File: src/hw/soc_pkg.sv
package soc_pkg;

    // Bus widths
    localparam int unsigned addr_w = 32;
    localparam int unsigned data_w = 32;
    localparam int unsigned strb_w = data_w / 8;   // One strobe per byte lane
    localparam int unsigned resp_w = 2;

    localparam logic [resp_w-1:0] resp_okay   = 2'b00;
    localparam logic [resp_w-1:0] resp_decerr = 2'b11;   // No device at this address

    // Address map, match when (addr & mask) == base
    localparam logic [addr_w-1:0] sram_base  = 32'h8000_0000;
    localparam logic [addr_w-1:0] sram_mask  = 32'hf000_0000;
    localparam logic [addr_w-1:0] uart_base  = 32'ha000_03f8;
    localparam logic [addr_w-1:0] uart_mask  = 32'hffff_ffff;   // Exact match
    localparam logic [addr_w-1:0] clint_base = 32'ha000_0048;
    localparam logic [addr_w-1:0] clint_mask = 32'hffff_fff8;   // Two words

    localparam int unsigned sram_words = 1024;
    localparam int unsigned sram_idx_w = $clog2(sram_words);

    // Device slots on the crossbar
    localparam int unsigned n_dev     = 3;
    localparam int unsigned dev_sram  = 0;
    localparam int unsigned dev_uart  = 1;
    localparam int unsigned dev_clint = 2;

    localparam int unsigned mtime_lo_off = 0;   // Word offsets in CLINT window
    localparam int unsigned mtime_hi_off = 1;

endpackage

File: src/hw/axil_reg_port.sv
`timescale 1ns/1ns

module axil_reg_port #(
    parameter int unsigned idx_w = 1            // Word index bits handed to the device
) (
    input  logic                        clk,
    input  logic                        rst,
    input  logic [soc_pkg::addr_w-1:0]  awaddr,
    input  logic                        awvalid,
    output logic                        awready,
    input  logic [soc_pkg::data_w-1:0]  wdata,
    input  logic [soc_pkg::strb_w-1:0]  wstrb,
    input  logic                        wvalid,
    output logic                        wready,
    output logic [soc_pkg::resp_w-1:0]  bresp,
    output logic                        bvalid,
    input  logic                        bready,
    input  logic [soc_pkg::addr_w-1:0]  araddr,
    input  logic                        arvalid,
    output logic                        arready,
    output logic [soc_pkg::data_w-1:0]  rdata,
    output logic [soc_pkg::resp_w-1:0]  rresp,
    output logic                        rvalid,
    input  logic                        rready,
    output logic                        acc_en,
    output logic                        acc_we,
    output logic [idx_w-1:0]            acc_idx,
    output logic [soc_pkg::data_w-1:0]  acc_wdata,
    output logic [soc_pkg::strb_w-1:0]  acc_wstrb,
    input  logic [soc_pkg::data_w-1:0]  acc_rdata
);
    import soc_pkg::*;

    logic              aw_got;     // Write address held
    logic              w_got;      // Write data held
    logic              ar_got;     // Read address held
    logic [addr_w-1:0] addr_q;     // Shared, one transaction at a time
    logic [data_w-1:0] wdata_q;
    logic [strb_w-1:0] wstrb_q;
    logic [data_w-1:0] rdata_q;    // Frozen while rvalid waits

    assign awready = !aw_got && !bvalid;
    assign wready  = !w_got && !bvalid;
    assign arready = !ar_got && !rvalid;

    // Single-cycle access once a request is complete
    assign acc_we    = aw_got && w_got;
    assign acc_en    = acc_we || ar_got;
    assign acc_idx   = addr_q[idx_w+1:2];   // Byte address to word index
    assign acc_wdata = wdata_q;
    assign acc_wstrb = wstrb_q;

    assign bresp = resp_okay;
    assign rresp = resp_okay;
    assign rdata = rdata_q;

    always_ff @(posedge clk) begin
        if (rst) begin
            aw_got <= 1'b0;
            w_got  <= 1'b0;
            ar_got <= 1'b0;
            bvalid <= 1'b0;
            rvalid <= 1'b0;
        end else begin
            if (awvalid && awready) aw_got <= 1'b1;
            if (wvalid && wready) w_got <= 1'b1;
            if (arvalid && arready) ar_got <= 1'b1;
            if (acc_we) begin
                aw_got <= 1'b0;
                w_got  <= 1'b0;
                bvalid <= 1'b1;
            end else if (ar_got) begin
                ar_got <= 1'b0;
                rvalid <= 1'b1;
            end
            if (bvalid && bready) bvalid <= 1'b0;
            if (rvalid && rready) rvalid <= 1'b0;
        end
    end

    always_ff @(posedge clk) begin
        if (awvalid && awready) addr_q <= awaddr;
        else if (arvalid && arready) addr_q <= araddr;
        if (wvalid && wready) begin
            wdata_q <= wdata;
            wstrb_q <= wstrb;
        end
        if (acc_en && !acc_we) rdata_q <= acc_rdata;   // Sample device answer
    end

endmodule

File: src/hw/clint_timer.sv
`timescale 1ns/1ns

module clint_timer (
    input  logic                        clk,
    input  logic                        rst,
    input  logic [soc_pkg::addr_w-1:0]  awaddr,
    input  logic                        awvalid,
    output logic                        awready,
    input  logic [soc_pkg::data_w-1:0]  wdata,
    input  logic [soc_pkg::strb_w-1:0]  wstrb,
    input  logic                        wvalid,
    output logic                        wready,
    output logic [soc_pkg::resp_w-1:0]  bresp,
    output logic                        bvalid,
    input  logic                        bready,
    input  logic [soc_pkg::addr_w-1:0]  araddr,
    input  logic                        arvalid,
    output logic                        arready,
    output logic [soc_pkg::data_w-1:0]  rdata,
    output logic [soc_pkg::resp_w-1:0]  rresp,
    output logic                        rvalid,
    input  logic                        rready
);
    import soc_pkg::*;

    logic                  acc_en;
    logic                  acc_we;
    logic [0:0]            acc_idx;     // Low or high word
    logic [data_w-1:0]     acc_wdata;
    logic [strb_w-1:0]     acc_wstrb;
    logic [data_w-1:0]     acc_rdata;
    logic [2*data_w-1:0]   mtime;
    logic [2*data_w-1:0]   mtime_ld;    // Current value with strobed bytes replaced

    axil_reg_port #(.idx_w(1)) axil_reg_port_inst (.*);

    assign acc_rdata = (acc_idx == mtime_lo_off) ? mtime[data_w-1:0] : mtime[2*data_w-1:data_w];

    always_comb begin
        mtime_ld = mtime;
        for (int b = 0; b < strb_w; b++) begin
            if (acc_wstrb[b]) begin
                if (acc_idx == mtime_hi_off) mtime_ld[data_w+8*b +: 8] = acc_wdata[8*b +: 8];
                else mtime_ld[8*b +: 8] = acc_wdata[8*b +: 8];
            end
        end
    end

    always_ff @(posedge clk) begin
        if (rst) mtime <= '0;
        else if (acc_en && acc_we) mtime <= mtime_ld;   // Load skips one tick
        else mtime <= mtime + 1'b1;
    end

endmodule

File: config.mk
export PLATFORM = sky130hd
export DESIGN_NAME = clint_timer
export DESIGN_NICKNAME = d
export VERILOG_FILES = /design/src/hw/soc_pkg.sv /design/src/hw/axil_reg_port.sv /design/src/hw/clint_timer.sv
export SDC_FILE = /design/constraint.sdc
export NUM_CORES = 1
export LEC_CHECK = 0
export BUFFER_PORTS_ARGS = -buffer_cell sky130_fd_sc_hd__buf_4
export CORE_ASPECT_RATIO = 0.7
export CORE_MARGIN = 2
export CORE_UTILIZATION = 42
export DETAILED_ROUTE_END_ITERATION = 10
export SKIP_LAST_GASP = 1
export SLEW_MARGIN = 20
export SYNTH_ARGS = -nofsm -noshare
export SYNTH_HDL_FRONTEND = slang
export SYNTH_SLANG_ARGS = --single-unit
export TNS_END_PERCENT = 5
File: constraint.sdc
create_clock -name clk -period 2.81 [get_ports clk]
set_clock_uncertainty 0.15 [all_clocks]
set_input_delay 0.1405 -clock clk [delete_from_list [all_inputs] [get_ports clk]]
set_output_delay 0.1405 -clock clk [all_outputs]
set_load 0.01 [all_outputs]
# Yosys cells after proc, flatten, opt, wreduce, memory -nomap -nowiden
# Index checks and enable logic that the tools add are counted.
# word_totals
elab_cells	79
output_inout_bits	41
in_bits	107
reg_bits	140
# op_classes
n_bitwise	1
eq_ne	6
n_reduce_logical	31
n_mux	23
add_sub_neg	1
# op_table
operator	count
$mux 8	16
$add 64x1->64 const B	1
$mux 64	1
$mux 32	1
$reduce_and 2->1	9
$logic_and 1x1->1	11
$ne 2x1->1 const B	5
$logic_not 1->1	6
$mux 3	2
$reduce_or 2->1	3
$mux 1	3
$ne 2x2->1 const B	1
$reduce_bool 2->1	1
$logic_or 1x1->1	1
$not 1->1	1

# Longest topological paths before layout
# Gate-level depths: netlist of the first run.
# depth
depth_word	6
depth_mapped	8
ltp_nobuf	7

# Cells and area by module
# A second synthesis of the first run with hierarchy kept.
# unflattened
cells_unflattened	737
hier_area_um2	7203.2
# by_module_without_submodules
mod	area_each_um2	seq_area_each_um2	n_inst	cells_each
clint_timer	4855.9	1281.2	1	634
axil_reg_port	2347.3	2172.1	1	103

# Least setup slack after synthesis of the first run
# OpenSTA, ideal clock, no wires.
# synth_path
kind	register -> register
startpoint	register axil_reg_port_inst.w_got
endpoint	register axil_reg_port_inst.rdata_q[0], in the netlist axil_reg_port_inst.rdata[0], enable pin
n_path_buf	2
setup_time_ps	393
path_stages_with_launch	5
synth_period_minus_slack_ps	2405
slack_ps	405
arrival_time_ps	1863
required_time_ps	2267
cell_sequence	dfxtp_1 > nand2_1 > clkbuf_1 > clkbuf_1 > and2_1
# synth_via
elab_chain_len	3
elab_cells_between_ends	4
classes_between	4 x reduce/logical
# synth_lines
item	line_no	text
start: declaration	axil_reg_port.sv:35	logic w_got;
start signal: assignment	axil_reg_port.sv:60	w_got <= 1'b0;
start signal: assignment	axil_reg_port.sv:66	if (wvalid && wready) w_got <= 1'b1;
start signal: assignment	axil_reg_port.sv:70	w_got <= 1'b0;
$logic_and 1x1->1 *	axil_reg_port.sv:47	assign acc_we = aw_got && w_got;
$logic_or 1x1->1 or $logic_not 1->1 (tied branches)	axil_reg_port.sv:48, axil_reg_port.sv:88	
$logic_and 1x1->1 *	axil_reg_port.sv:88	if (acc_en && !acc_we) rdata_q <= acc_rdata;
end signal: assignment	axil_reg_port.sv:88	
end: declaration	axil_reg_port.sv:40	logic [data_w-1:0] rdata_q;
# Mark *: on every way between the ends. The rest lies on a longest branch, timed or not.
# A chain may end at the register's enable or synchronous reset.

# Final worst setup path of the first run
# layout_path
startpoint	register mtime[5]
endpoint	register mtime[21]
# layout_via
elab_chain_len	2
# layout_lines
item	line_no	text
start: declaration	clint_timer.sv:32	logic [2*data_w-1:0] mtime;
start signal: assignment	clint_timer.sv:51	else if (acc_en && acc_we) mtime <= mtime_ld;
start signal: assignment	clint_timer.sv:52	else mtime <= mtime + 1'b1;
$add 64x1->64	clint_timer.sv:52	
$mux 64	clint_timer.sv:51	
# Every way passes these cells.

==> results of run 1 <==
stage by stage:
| stage | cell area (sq um) | std cells | power [W] | util, % |
|---|---|---|---|---|
| after CTS | 9080 | 1077 | 0.00555 | 55.9 |
| final | 9080 | 1077 | 0.00552 | 55.9 |
| after global routing | 9080 | 1077 | 0.00571 | 55.9 |
| after detailed placement | 7960 | 1002 | 0.00290 | 49.0 |
| after global placement | 7960 | 1002 | 0.00288 | 49.0 |
| after floorplan | 6950 | 705 | 0.00266 | - |
synth_stat cells (all sizes together), types with 4 or more instances:
cell type and instances:
edfxtp 69, nor3 27, and4 4, inv 12
and2 8, o22ai 8, mux2i 4, a21o 6
a21oi 50, nor2 53, xnor2 16, a311oi 4
o21ai 32, dfxtp 69, xor2 5, nand2 70
a31oi 14, nand3 31, nand4 27, clkbuf 29
mux2 36, a211oi 28, or3 4, a22oi 9
nor4 15, o21a 5, and3 19, buf 14
layer usage:
metal / vias up / track usage [%]
met1: 2919 / 33.7
met3: 34 / 7.05
met4: 0 / 8.73
met2: 263 / 32.9
li1: 2931 / -
met5: - / 0
kinds of logic (layout without fill, tap and decap cells):
family                   count (synthesis)  in the layout  share of synthesized area (%)
multiplexers                            40             40                           6.42
AND/OR/NAND/NOR                        269            269                           21.2
buffers and inverters                   55            202                           3.42
AO/OA/AOI/OAI                          177            177                           16.3
XOR/XNOR                                21             21                           2.65
other                                    1              4                         0.0540
adder cells (fa/ha/maj)                  1              1                          0.180
flip-flops                             138            138                           49.7
final cells by class:
type	instances	area (sq um)	share of cell area [%]
inverters	12	45.0	0.496
clock inverters	11	214	2.36
well taps	225	282	3.10
clock buffers	21	480	5.29
multi-input cells	512	3270	36.0
repair buffers	158	1340	14.8
flip-flops and latches	138	3450	38.0
how the worst max path moves through the flow:
| stage | to | startpoint | cells past startpoint |
|---|---|---|---|
| 2_1_floorplan | axil_reg_port_inst.rdata[0]$_DFFE_PP_ | axil_reg_port_inst.w_got$_SDFFE_PP0P_ | 4 |
| 3_3_place_gp | mtime[44]$_SDFFE_PP0P_ | mtime[0]$_SDFFE_PP0P_ | 8 |
| 3_5_place_dp | mtime[21]$_SDFFE_PP0P_ | mtime[5]$_SDFFE_PP0P_ | 6 |
| 4_1_cts | mtime[21]$_SDFFE_PP0P_ | mtime[5]$_SDFFE_PP0P_ | 6 |
| 5_1_grt | mtime[39]$_SDFFE_PP0P_ | mtime[8]$_SDFFE_PP0P_ | 6 |
| 6_report | mtime[21]$_SDFFE_PP0P_ | mtime[5]$_SDFFE_PP0P_ | 6 |
sequential cells by signal, summed over array words and instances, names as in the netlist:
| register | count |
|---|---|
| axil_reg_port_inst.rvalid | 1 |
| axil_reg_port_inst.rdata | 32 |
| axil_reg_port_inst.bvalid | 1 |
| axil_reg_port_inst.addr_q | 1 |
| axil_reg_port_inst.acc_wdata | 32 |
| axil_reg_port_inst.ar_got | 1 |
| mtime | 64 |
| axil_reg_port_inst.aw_got | 1 |
| axil_reg_port_inst.acc_wstrb | 4 |
| axil_reg_port_inst.w_got | 1 |
critical path: cells and delay by family (launching register included):
kind,cells,cell delay [ps]
and+or+nand+nor,3,1370
DFF,1,510
AOI/OAI and AO/OA,3,410
power groups by stage:
| stage | Sequential [W] | Clock [W] | Combinational, W |
|---|---|---|---|
| 2_1_floorplan | 0.00236 | 0 | 0.000292 |
| 3_5_place_dp | 0.00239 | 0 | 0.000506 |
| 3_3_place_gp | 0.00238 | 0 | 0.000495 |
| 5_1_grt | 0.00236 | 0.00274 | 0.000608 |
| 4_1_cts | 0.00235 | 0.00264 | 0.000557 |
| 6_report | 0.00235 | 0.00261 | 0.000560 |
placed cells by master, fill, tap and decap left out, types with 6 or more instances in the layout:
master         instances
inv_1                 12
xnor2_1               16
buf_4                111
a21oi_1               50
nor4_1                 7
a31oi_1               14
and2_1                 7
nand4_1               24
o21ai_0               29
nand2_1               68
bufinv_16              6
a211oi_1              28
nor3_1                22
mux2_2                36
o22ai_1                8
nand3_1               28
a22oi_1                9
clkbuf_16             17
dfxtp_1               69
dlygate4sd3_1         43
nor2_1                53
edfxtp_1              69
and3_1                19
==> results.py, run 1 <==
metrics = {
    "status": {
        "outcome": "finished, final reports clean",
    },
    "timing": {
        "slew_headroom_pct": 59.3,
        "post-route-period-util_pct": 91.0,
        "setup_violations": 0,
        "hold_ws_ps": 251,
        "fin_crit_ps": 2560,
        "fin_ws_ps": 254,
        "fmax_mhz": 391,
        "rsz0062_at_grt": "no",
        "slew_viol_final": 0,
        "hold_viol": 0,
        "tightest_slew_ps": 607,
        "setup-tns-final_ps": 0,
    },
    "placement": {
        "gp_congestion": 0.936,
        "hpwlAfterDp_mm": 13.7,
        "place_ws_ps": 319,
        "place.port_buffers": 81,
    },
    "clock_tree": {
        "hold_buffers": 43,
        "cts-resized-gates": 0,
        "path_clk_slew_ps": 60,
        "cts_buffers": 17,
        "cts.sinks": 138,
        "cts.htree.levels": 4,
        "clkLatencyLatePin_ps": 420,
        "cts_setup_buffers": 0,
        "cts_tree": "done",
        "root_buffer": "clkbuf_16",
        "cts_buffer_depth": 2,
    },
    "power": {
        "ir_worst_vdd_v": 0.000341,
        "p_clk_share_pct": 47.2,
        "leakage_nw": 3.32,
        "combPwrFrac_pct": 10.2,
        "switching_share_pct": 22.6,
        "powerDensity_nw_per_um2": 607,
        "seq_power_share_pct": 42.6,
        "power.switching_w": 0.00125,
        "intPower_w": 0.00427,
    },
    "worst_hold_path": {
        "min_from": "wvalid",
        "hp-class": "in -> reg",
        "worst_hold_path.endpoint": "axil_reg_port_inst.acc_wdata[13]$_DFFE_PP_",
        "min_path_cells": 2,
    },
    "yosys": {
        "ys_seq_elements": 138,
        "syn_area_sq_um": 6940,
        "ys.flop_type": "edfxtp_1",
        "yosys.area.top_type": "edfxtp_1",
        "syn_avg_cell_area_sq_um": 9.89,
        "synthTopCellsByArea": "edfxtp_1 (30%), dfxtp_1 (20%), mux2_2 (5.8%), nand2_1 (3.7%), a21oi_1 (3.6%)",
        "async_reset_ff_share_pct": 0,
        "syn_inst": 702,
        "ys_seq_area_share_pct": 49.7,
        "post-synth-top-area-fraction_pct": 29.8,
        "synth-edff-count": 69,
        "ys.warnings.count": 0,
        "synth_cell_types": 62,
    },
    "cells_and_area": {
        "syn_to_final_growth_pct": 30.9,
        "nets": 947,
        "insertedDiodeCount": 0,
        "drive_gt1_share_pct": 24.4,
        "nFillCells": 1400,
    },
    "setup_path": {
        "worstSetupPathType": "reg -> reg",
        "cp_max_fo": 8,
        "critPathSlowestCell": "or4_1",
        "cp-start-kind": "flop",
        "crit_required_ps": 2950,
        "endpoint_kind": "flop",
        "worstPathCellList": "nand4_1 > or4_1 > nor3_1 > a21oi_1 > o21ai_0 > a31oi_1",
        "critPathMaxStageDelay_ps": 710,
        "reg2reg_depth": 6,
        "arrival_ps": 2700,
        "reg2reg_to": "mtime[21]$_SDFFE_PP0P_",
        "r2r_slack_ps": 250,
        "reg2reg_from": "mtime[5]$_SDFFE_PP0P_",
    },
    "grt": {
        "groute.usage.overall_pct": 23.4,
        "grt_pass1_wl_mm": 31.5,
        "antenna_found_initial": 0,
        "grt_max_degree": 52,
        "grt_pass1_vias": 5765,
        "gr-total-overflow": 0,
    },
    "floorplan": {
        "start_util_pct": 42.7,
        "core_area_sq_um": 16200,
        "die_w_um": 158,
        "rows": 39,
        "io_pins": 148,
        "die_y_um": 112,
        "die-area_sq_um": 17600,
    },
    "routing": {
        "vias": 6147,
        "wl_met2_mm": 8.44,
        "wl_per_cell_um": 18.6,
        "top_layer": "met4",
        "first_pass_iters": 5,
        "met3_length_mm": 1.64,
        "postRouteAntennaNets": 0,
        "finalWirelength_mm": 20.0,
        "drt_iter0_drc": 585,
        "met1Wirelength_mm": 9.51,
        "drc_errors": 0,
        "viasPerCell": 5.71,
    },
    "job": {
        "maxCapViolations": 0,
    },
}
No activity file was read; power rests on OpenSTA's default activity.
==> inputs of run 2 (changes only) <==
--- a/config.mk
+++ b/config.mk
@@ -5,11 +5,13 @@
 export SDC_FILE = /design/constraint.sdc
 export NUM_CORES = 1
 export LEC_CHECK = 0
+export ABC_AREA = 1
 export BUFFER_PORTS_ARGS = -buffer_cell sky130_fd_sc_hd__buf_4
 export CORE_ASPECT_RATIO = 0.7
 export CORE_MARGIN = 2
 export CORE_UTILIZATION = 42
 export DETAILED_ROUTE_END_ITERATION = 10
+export REMOVE_ABC_BUFFERS = 1
 export SKIP_LAST_GASP = 1
 export SLEW_MARGIN = 20
 export SYNTH_ARGS = -nofsm -noshare
==> constraint.sdc (replaced) <==
create_clock -name clk -period 3.2 [get_ports clk]
set_clock_uncertainty 0.15 [all_clocks]
set_input_delay 0.16 -clock clk [delete_from_list [all_inputs] [get_ports clk]]
set_output_delay 0.16 -clock clk [all_outputs]
set_load 0.01 [all_outputs]
==> run 2 against run 1 <==
  * Combinational power increased by 3%
  * Utilization decreased by 2.8 points
  * Largest power group is now registers
  * Final area increased by 4.3%
  * Routed wire length increased by 22%
  * Worst setup slack improved by 330 ps
  * Non-clock buffer count decreased by 19
  * First-iteration DRC count increased by 39%
  * Sequential power decreased by 8%
==> results.py, run 2 <==
metrics = {
    "setup_path": {
        "critPathMaxStageDelay_ps": 680,
        "worstSetupPathType": "reg -> reg",
        "cp_max_fo": 9,
        "critPathSlowestCell": "edfxtp_1",
        "arrival_ps": 2780,
        "critPathTopFamily": "compound AO/OA/AOI/OAI gates",
        "cp_num_buf_inv": 2,
        "crit_required_ps": 3370,
        "cp-start-kind": "flop",
        "worstPathCellList": "inv_1 > o21ai_1 > inv_1 > a21oi_1 > a21oi_1",
        "endpoint_kind": "flop",
    },
    "timing": {
        "tightest_slew_ps": 942,
        "post-route-period-util_pct": 81.8,
        "setup_violations": 0,
        "hold_viol": 0,
        "setup-tns-final_ps": 0,
        "fmax_mhz": 382,
        "slew_headroom_pct": 36.8,
        "rsz0062_at_grt": "no",
        "fin_crit_ps": 2620,
        "slew_viol_final": 0,
    },
    "floorplan": {
        "die_y_um": 116,
        "rows": 41,
        "die-area_sq_um": 19100,
        "die_w_um": 164,
        "start_util_pct": 42.4,
        "io_pins": 148,
        "core_area_sq_um": 17900,
    },
    "cells_and_area": {
        "insertedDiodeCount": 0,
        "largest_reg_flops": 64,
        "syn_to_final_growth_pct": 25.3,
        "top_register": "mtime",
        "nets": 1267,
        "nFillCells": 1754,
        "layout_common_cells": "nand2_1 (259), nor2_1 (140), o21ai_0 (114), inv_1 (94), buf_4 (92)",
        "layout_commonest_cell": "nand2_1",
        "drive_gt1_share_pct": 15.1,
    },
    "job": {
        "maxCapViolations": 0,
    },
    "clock_tree": {
        "path_clk_slew_ps": 70,
        "cts_tree": "done",
        "cts_buffer_depth": 2,
        "hold_buffers": 45,
        "clkLatencyLatePin_ps": 440,
        "cts.sinks": 138,
        "cts-resized-gates": 0,
        "root_buffer": "clkbuf_16",
        "cts.htree.levels": 4,
        "cts_buffers": 17,
        "cts_setup_buffers": 0,
    },
    "routing": {
        "vias": 7387,
        "finalWirelength_mm": 24.5,
        "postRouteAntennaNets": 0,
        "viasPerCell": 5.25,
        "first_pass_iters": 7,
        "drc_errors": 0,
        "wl_per_cell_um": 17.4,
        "drt_iter0_drc": 812,
    },
    "worst_hold_path": {
        "hp-class": "in -> reg",
    },
    "yosys": {
        "synth-edff-count": 69,
        "synth_cell_types": 36,
        "syn_inst": 1034,
        "ys_seq_elements": 138,
        "ys.warnings.count": 0,
        "syn_area_sq_um": 7570,
        "synthTopCellsByArea": "edfxtp_1 (27%), dfxtp_1 (18%), nand2_1 (13%), o21ai_0 (7.5%), nor2_1 (7.0%)",
        "yosysMostFrequentCell": "nand2_1",
        "async_reset_ff_share_pct": 0,
        "yosys.area.top_type": "edfxtp_1",
        "post-synth-top-area-fraction_pct": 27.4,
        "ys_seq_area_share_pct": 45.6,
        "syn_avg_cell_area_sq_um": 7.32,
        "synth.top_cells.by_count": "nand2_1 (260), nor2_1 (141), o21ai_0 (114), inv_1 (95), a21oi_1 (85)",
        "ys.flop_type": "edfxtp_1",
    },
    "placement": {
        "place.port_buffers": 81,
        "gp_congestion": 1.00,
        "hpwlAfterDp_mm": 17.8,
    },
    "grt": {
        "grt_pass1_vias": 6698,
        "gr-total-overflow": 0,
        "antenna_found_initial": 0,
        "groute.usage.overall_pct": 26.7,
        "grt_max_degree": 67,
        "grt_pass1_wl_mm": 38.1,
    },
    "power": {
        "powerDensity_nw_per_um2": 494,
        "leakage_nw": 3.59,
        "p_total_w": 0.00468,
        "ir_worst_vdd_v": 0.000323,
    },
    "status": {
        "outcome": "finished, final reports clean",
    },
}
[run 2: metal layers]
| layer | track usage (%) | share of wire, % | vias up |
|---|---|---|---|
| met2 | 37.5 | 39 | 322 |
| met5 | 0 | 0 | - |
| met4 | 6.49 | 1.1 | 0 |
| li1 | - | - | 3678 |
| met1 | 41.6 | 51 | 3361 |
| met3 | 5.29 | 8.6 | 26 |
[run 2: logic make-up after synthesis]
kind of cell | Yosys count | synth area share [%]
flops | 138 | 45.6
other cells | 1 | 0.0496
buf+inv | 135 | 7.16
fa+ha+maj | 1 | 0.165
mux | 1 | 0.149
xor+xnor | 7 | 0.810
simple gates | 511 | 29.0
compound gates | 240 | 17.0
[run 2: worst paths after layout]
kind	startpoint	to	slack [ps]	cells after the start
setup / recovery	axil_reg_port_inst.addr_q[2]$_DFFE_PP_	mtime[60]$_SDFFE_PP0P_	580	5
hold / removal	bready	axil_reg_port_inst.bvalid$_SDFFE_PP0P_	290	3
setup reg to reg	axil_reg_port_inst.addr_q[2]$_DFFE_PP_	mtime[60]$_SDFFE_PP0P_	580	5
hold reg to reg	axil_reg_port_inst.aw_got$_SDFFE_PP0P_	axil_reg_port_inst.aw_got$_SDFFE_PP0P_	350	2
[run 2: final cells by class]
cell class              count  area, sq um  share of cell area (%)
multi-input cells         764         3600                    38.0
repair buffers            139         1180                    12.5
clock buffers              18          439                    4.63
clock inverters            14          139                    1.47
well taps                 236          295                    3.12
inverters                  99          372                    3.92
flip-flops and latches    138         3450                    36.4
[run 2: worst min-delay path, cell delays in order]
cell and delay [ps]:
dlygate4sd3_1 520, buf_4 100, a211oi_1 50
[run 2: metrics by stage]
step                hold WS (ps)  setup WS, ps  util (%)  instance area [sq um]  instances
finish                       288           583      53.1                   9480       1408
global route                 288           447      53.1                   9480       1408
CTS                          270           659      53.1                   9480       1408
detailed placement           188           710      47.3                   8450       1331
global placement             187           798      47.3                   8450       1331
floorplan                   79.1         -1480         -                   7410       1001
[run 2: where the power goes]
group	switching [W]	internal [W]
logic	0.000329	0.000246
clock network	0.000838	0.00111
registers	0.000146	0.00201
==> inputs of run 3 (changes only) <==
--- a/config.mk
+++ b/config.mk
@@ -11,6 +11,7 @@
 export CORE_MARGIN = 2
 export CORE_UTILIZATION = 42
 export DETAILED_ROUTE_END_ITERATION = 10
+export PLACE_DENSITY = 0.66
 export REMOVE_ABC_BUFFERS = 1
 export SKIP_LAST_GASP = 1
 export SLEW_MARGIN = 20
==> constraint.sdc (replaced) <==
create_clock -name clk -period 2.1 [get_ports clk]
set_clock_uncertainty 0.15 [all_clocks]
set_input_delay 0.105 -clock clk [delete_from_list [all_inputs] [get_ports clk]]
set_output_delay 0.105 -clock clk [all_outputs]
set_load 0.01 [all_outputs]
==> run 3 against run 2 <==
  * Global-route usage decreased by 1.7 points
  * Largest power group unchanged
  * Largest cell class unchanged
  * Sequential power increased by 51%
  * Combinational power increased by 62%
==> results.py, run 3 (same netlist as run 2, synthesis figures left out) <==
metrics = {
    "status": {
        "outcome": "finished, final reports clean",
    },
    "setup_path": {
        "cp_max_fo": 25,
        "worstSetupPathType": "reg -> reg",
        "endpoint_kind": "flop",
        "arrival_ps": 2160,
        "crit_required_ps": 2270,
        "cp-start-kind": "flop",
    },
    "cells_and_area": {
        "nets": 1289,
        "multi_input_area_sq_um": 3610,
        "nFillCells": 1682,
        "layout_commonest_cell": "nand2_1",
        "instances_no_fill": 1429,
        "layout_common_cells": "nand2_1 (259), nor2_1 (139), o21ai_0 (113), buf_4 (111), inv_1 (94)",
        "syn_to_final_growth_pct": 28.5,
        "drive_gt1_share_pct": 16.8,
        "largest_reg_flops": 64,
        "insertedDiodeCount": 0,
        "seq_area_sq_um": 3450,
        "top_register": "mtime",
    },
    "clock_tree": {
        "cts_buffer_depth": 2,
        "clkLatencyLatePin_ps": 430,
        "cts.htree.levels": 4,
        "cts_tree": "done",
        "cts_buffers": 17,
        "cts.sinks": 138,
        "cts_setup_buffers": 0,
        "path_clk_slew_ps": 60,
        "root_buffer": "clkbuf_16",
    },
    "grt": {
        "gr-total-overflow": 0,
        "grt_pass1_wl_mm": 36.2,
        "grt_max_degree": 67,
        "grt_pass1_vias": 6704,
        "antenna_found_initial": 0,
        "groute.usage.overall_pct": 25.0,
    },
    "power": {
        "ir_worst_vdd_v": 0.000510,
        "switching_share_pct": 25.5,
        "power.switching_w": 0.00187,
        "combPwrFrac_pct": 12.8,
        "leakage_nw": 3.74,
        "intPower_w": 0.00544,
        "powerDensity_nw_per_um2": 751,
        "seq_power_share_pct": 44.8,
        "p_clk_share_pct": 42.5,
    },
    "worst_hold_path": {
        "hp-class": "in -> reg",
    },
    "routing": {
        "vias": 7412,
        "first_pass_iters": 5,
        "postRouteAntennaNets": 0,
        "drc_errors": 0,
        "wl_per_cell_um": 16.1,
        "drt_iter0_drc": 660,
        "finalWirelength_mm": 23.1,
        "viasPerCell": 5.19,
    },
    "timing": {
        "fin_ws_ps": 109,
        "fin_crit_ps": 1990,
        "setup-tns-final_ps": 0,
        "rsz0062_at_grt": "yes",
        "tightest_slew_ps": 686,
        "slew_headroom_pct": 54.0,
        "hold_ws_ps": 167,
        "setup_violations": 0,
        "slew_viol_final": 0,
        "hold_viol": 0,
        "post-route-period-util_pct": 94.8,
        "fmax_mhz": 502,
    },
    "floorplan": {
        "rows": 41,
        "core_area_sq_um": 17900,
        "start_util_pct": 42.4,
        "die_w_um": 164,
        "die-area_sq_um": 19100,
        "die_y_um": 116,
        "io_pins": 148,
    },
    "placement": {
        "place.port_buffers": 81,
        "hpwlAfterDp_mm": 17.2,
        "place_ws_ps": 124,
        "gp_congestion": 0.953,
        "dp.cells": 1353,
    },
    "job": {
        "maxCapViolations": 0,
    },
}
run 3: path summary, 6_finish.rpt:
check	start	slack, ps	endpoint	cells after the start
hold reg to reg	axil_reg_port_inst.rvalid$_SDFFE_PP0P_	340	axil_reg_port_inst.rvalid$_SDFFE_PP0P_	1
hold / removal	wvalid	170	axil_reg_port_inst.w_got$_SDFFE_PP0P_	5
setup / recovery	axil_reg_port_inst.addr_q[2]$_DFFE_PP_	110	mtime[28]$_SDFFE_PP0P_	5
setup reg to reg	axil_reg_port_inst.addr_q[2]$_DFFE_PP_	110	mtime[28]$_SDFFE_PP0P_	5
run 3: stage by stage:
stage               cell area [sq um]  power (W)  util, %
floorplan                        7410    0.00372        -
global placement                 8650    0.00416     48.5
detailed placement               8650    0.00417     48.5
CTS                              9710    0.00735     54.4
global route                     9730    0.00760     54.5
finish                           9730    0.00730     54.5
run 3: layout make-up:
cell class              instances  area share, %
repair buffers                161           14.2
clock inverters                11           1.48
well taps                     236           3.04
clock buffers                  20           4.80
flip-flops and latches        138           35.5
multi-input cells             764           37.1
inverters                      99           3.82
run 3: power by group through the flow:
stage                     combinational [W]  sequential, W  clock [W]
after global routing                0.00104        0.00329    0.00327
after detailed placement           0.000856        0.00332          0
after floorplan                    0.000420        0.00330          0
final                              0.000932        0.00327    0.00310
after CTS                          0.000930        0.00327    0.00315
after global placement             0.000844        0.00331          0
run 3: worst max-delay path, stage by stage, from the launching register on:
cell	delay, ps
edfxtp_1	410
buf_12	180
o21ai_1	560
inv_1	300
a21oi_1	180
a21oi_1	80
run 3: repair_timing:
item,CTS,global route
setup endpoints to repair,0,16
hold endpoints to repair,42,0
gates resized for setup,0,5
hold buffers,45,0
run 3: metal layers:
layer / up-vias / routed length [um] / track usage [%]
met2: 271 / 9260 / 36.0
met1: 3418 / 11700 / 38.4
met3: 24 / 1780 / 4.40
li1: 3699 / - / -
met5: - / 0 / 0
met4: 0 / 279 / 6.84
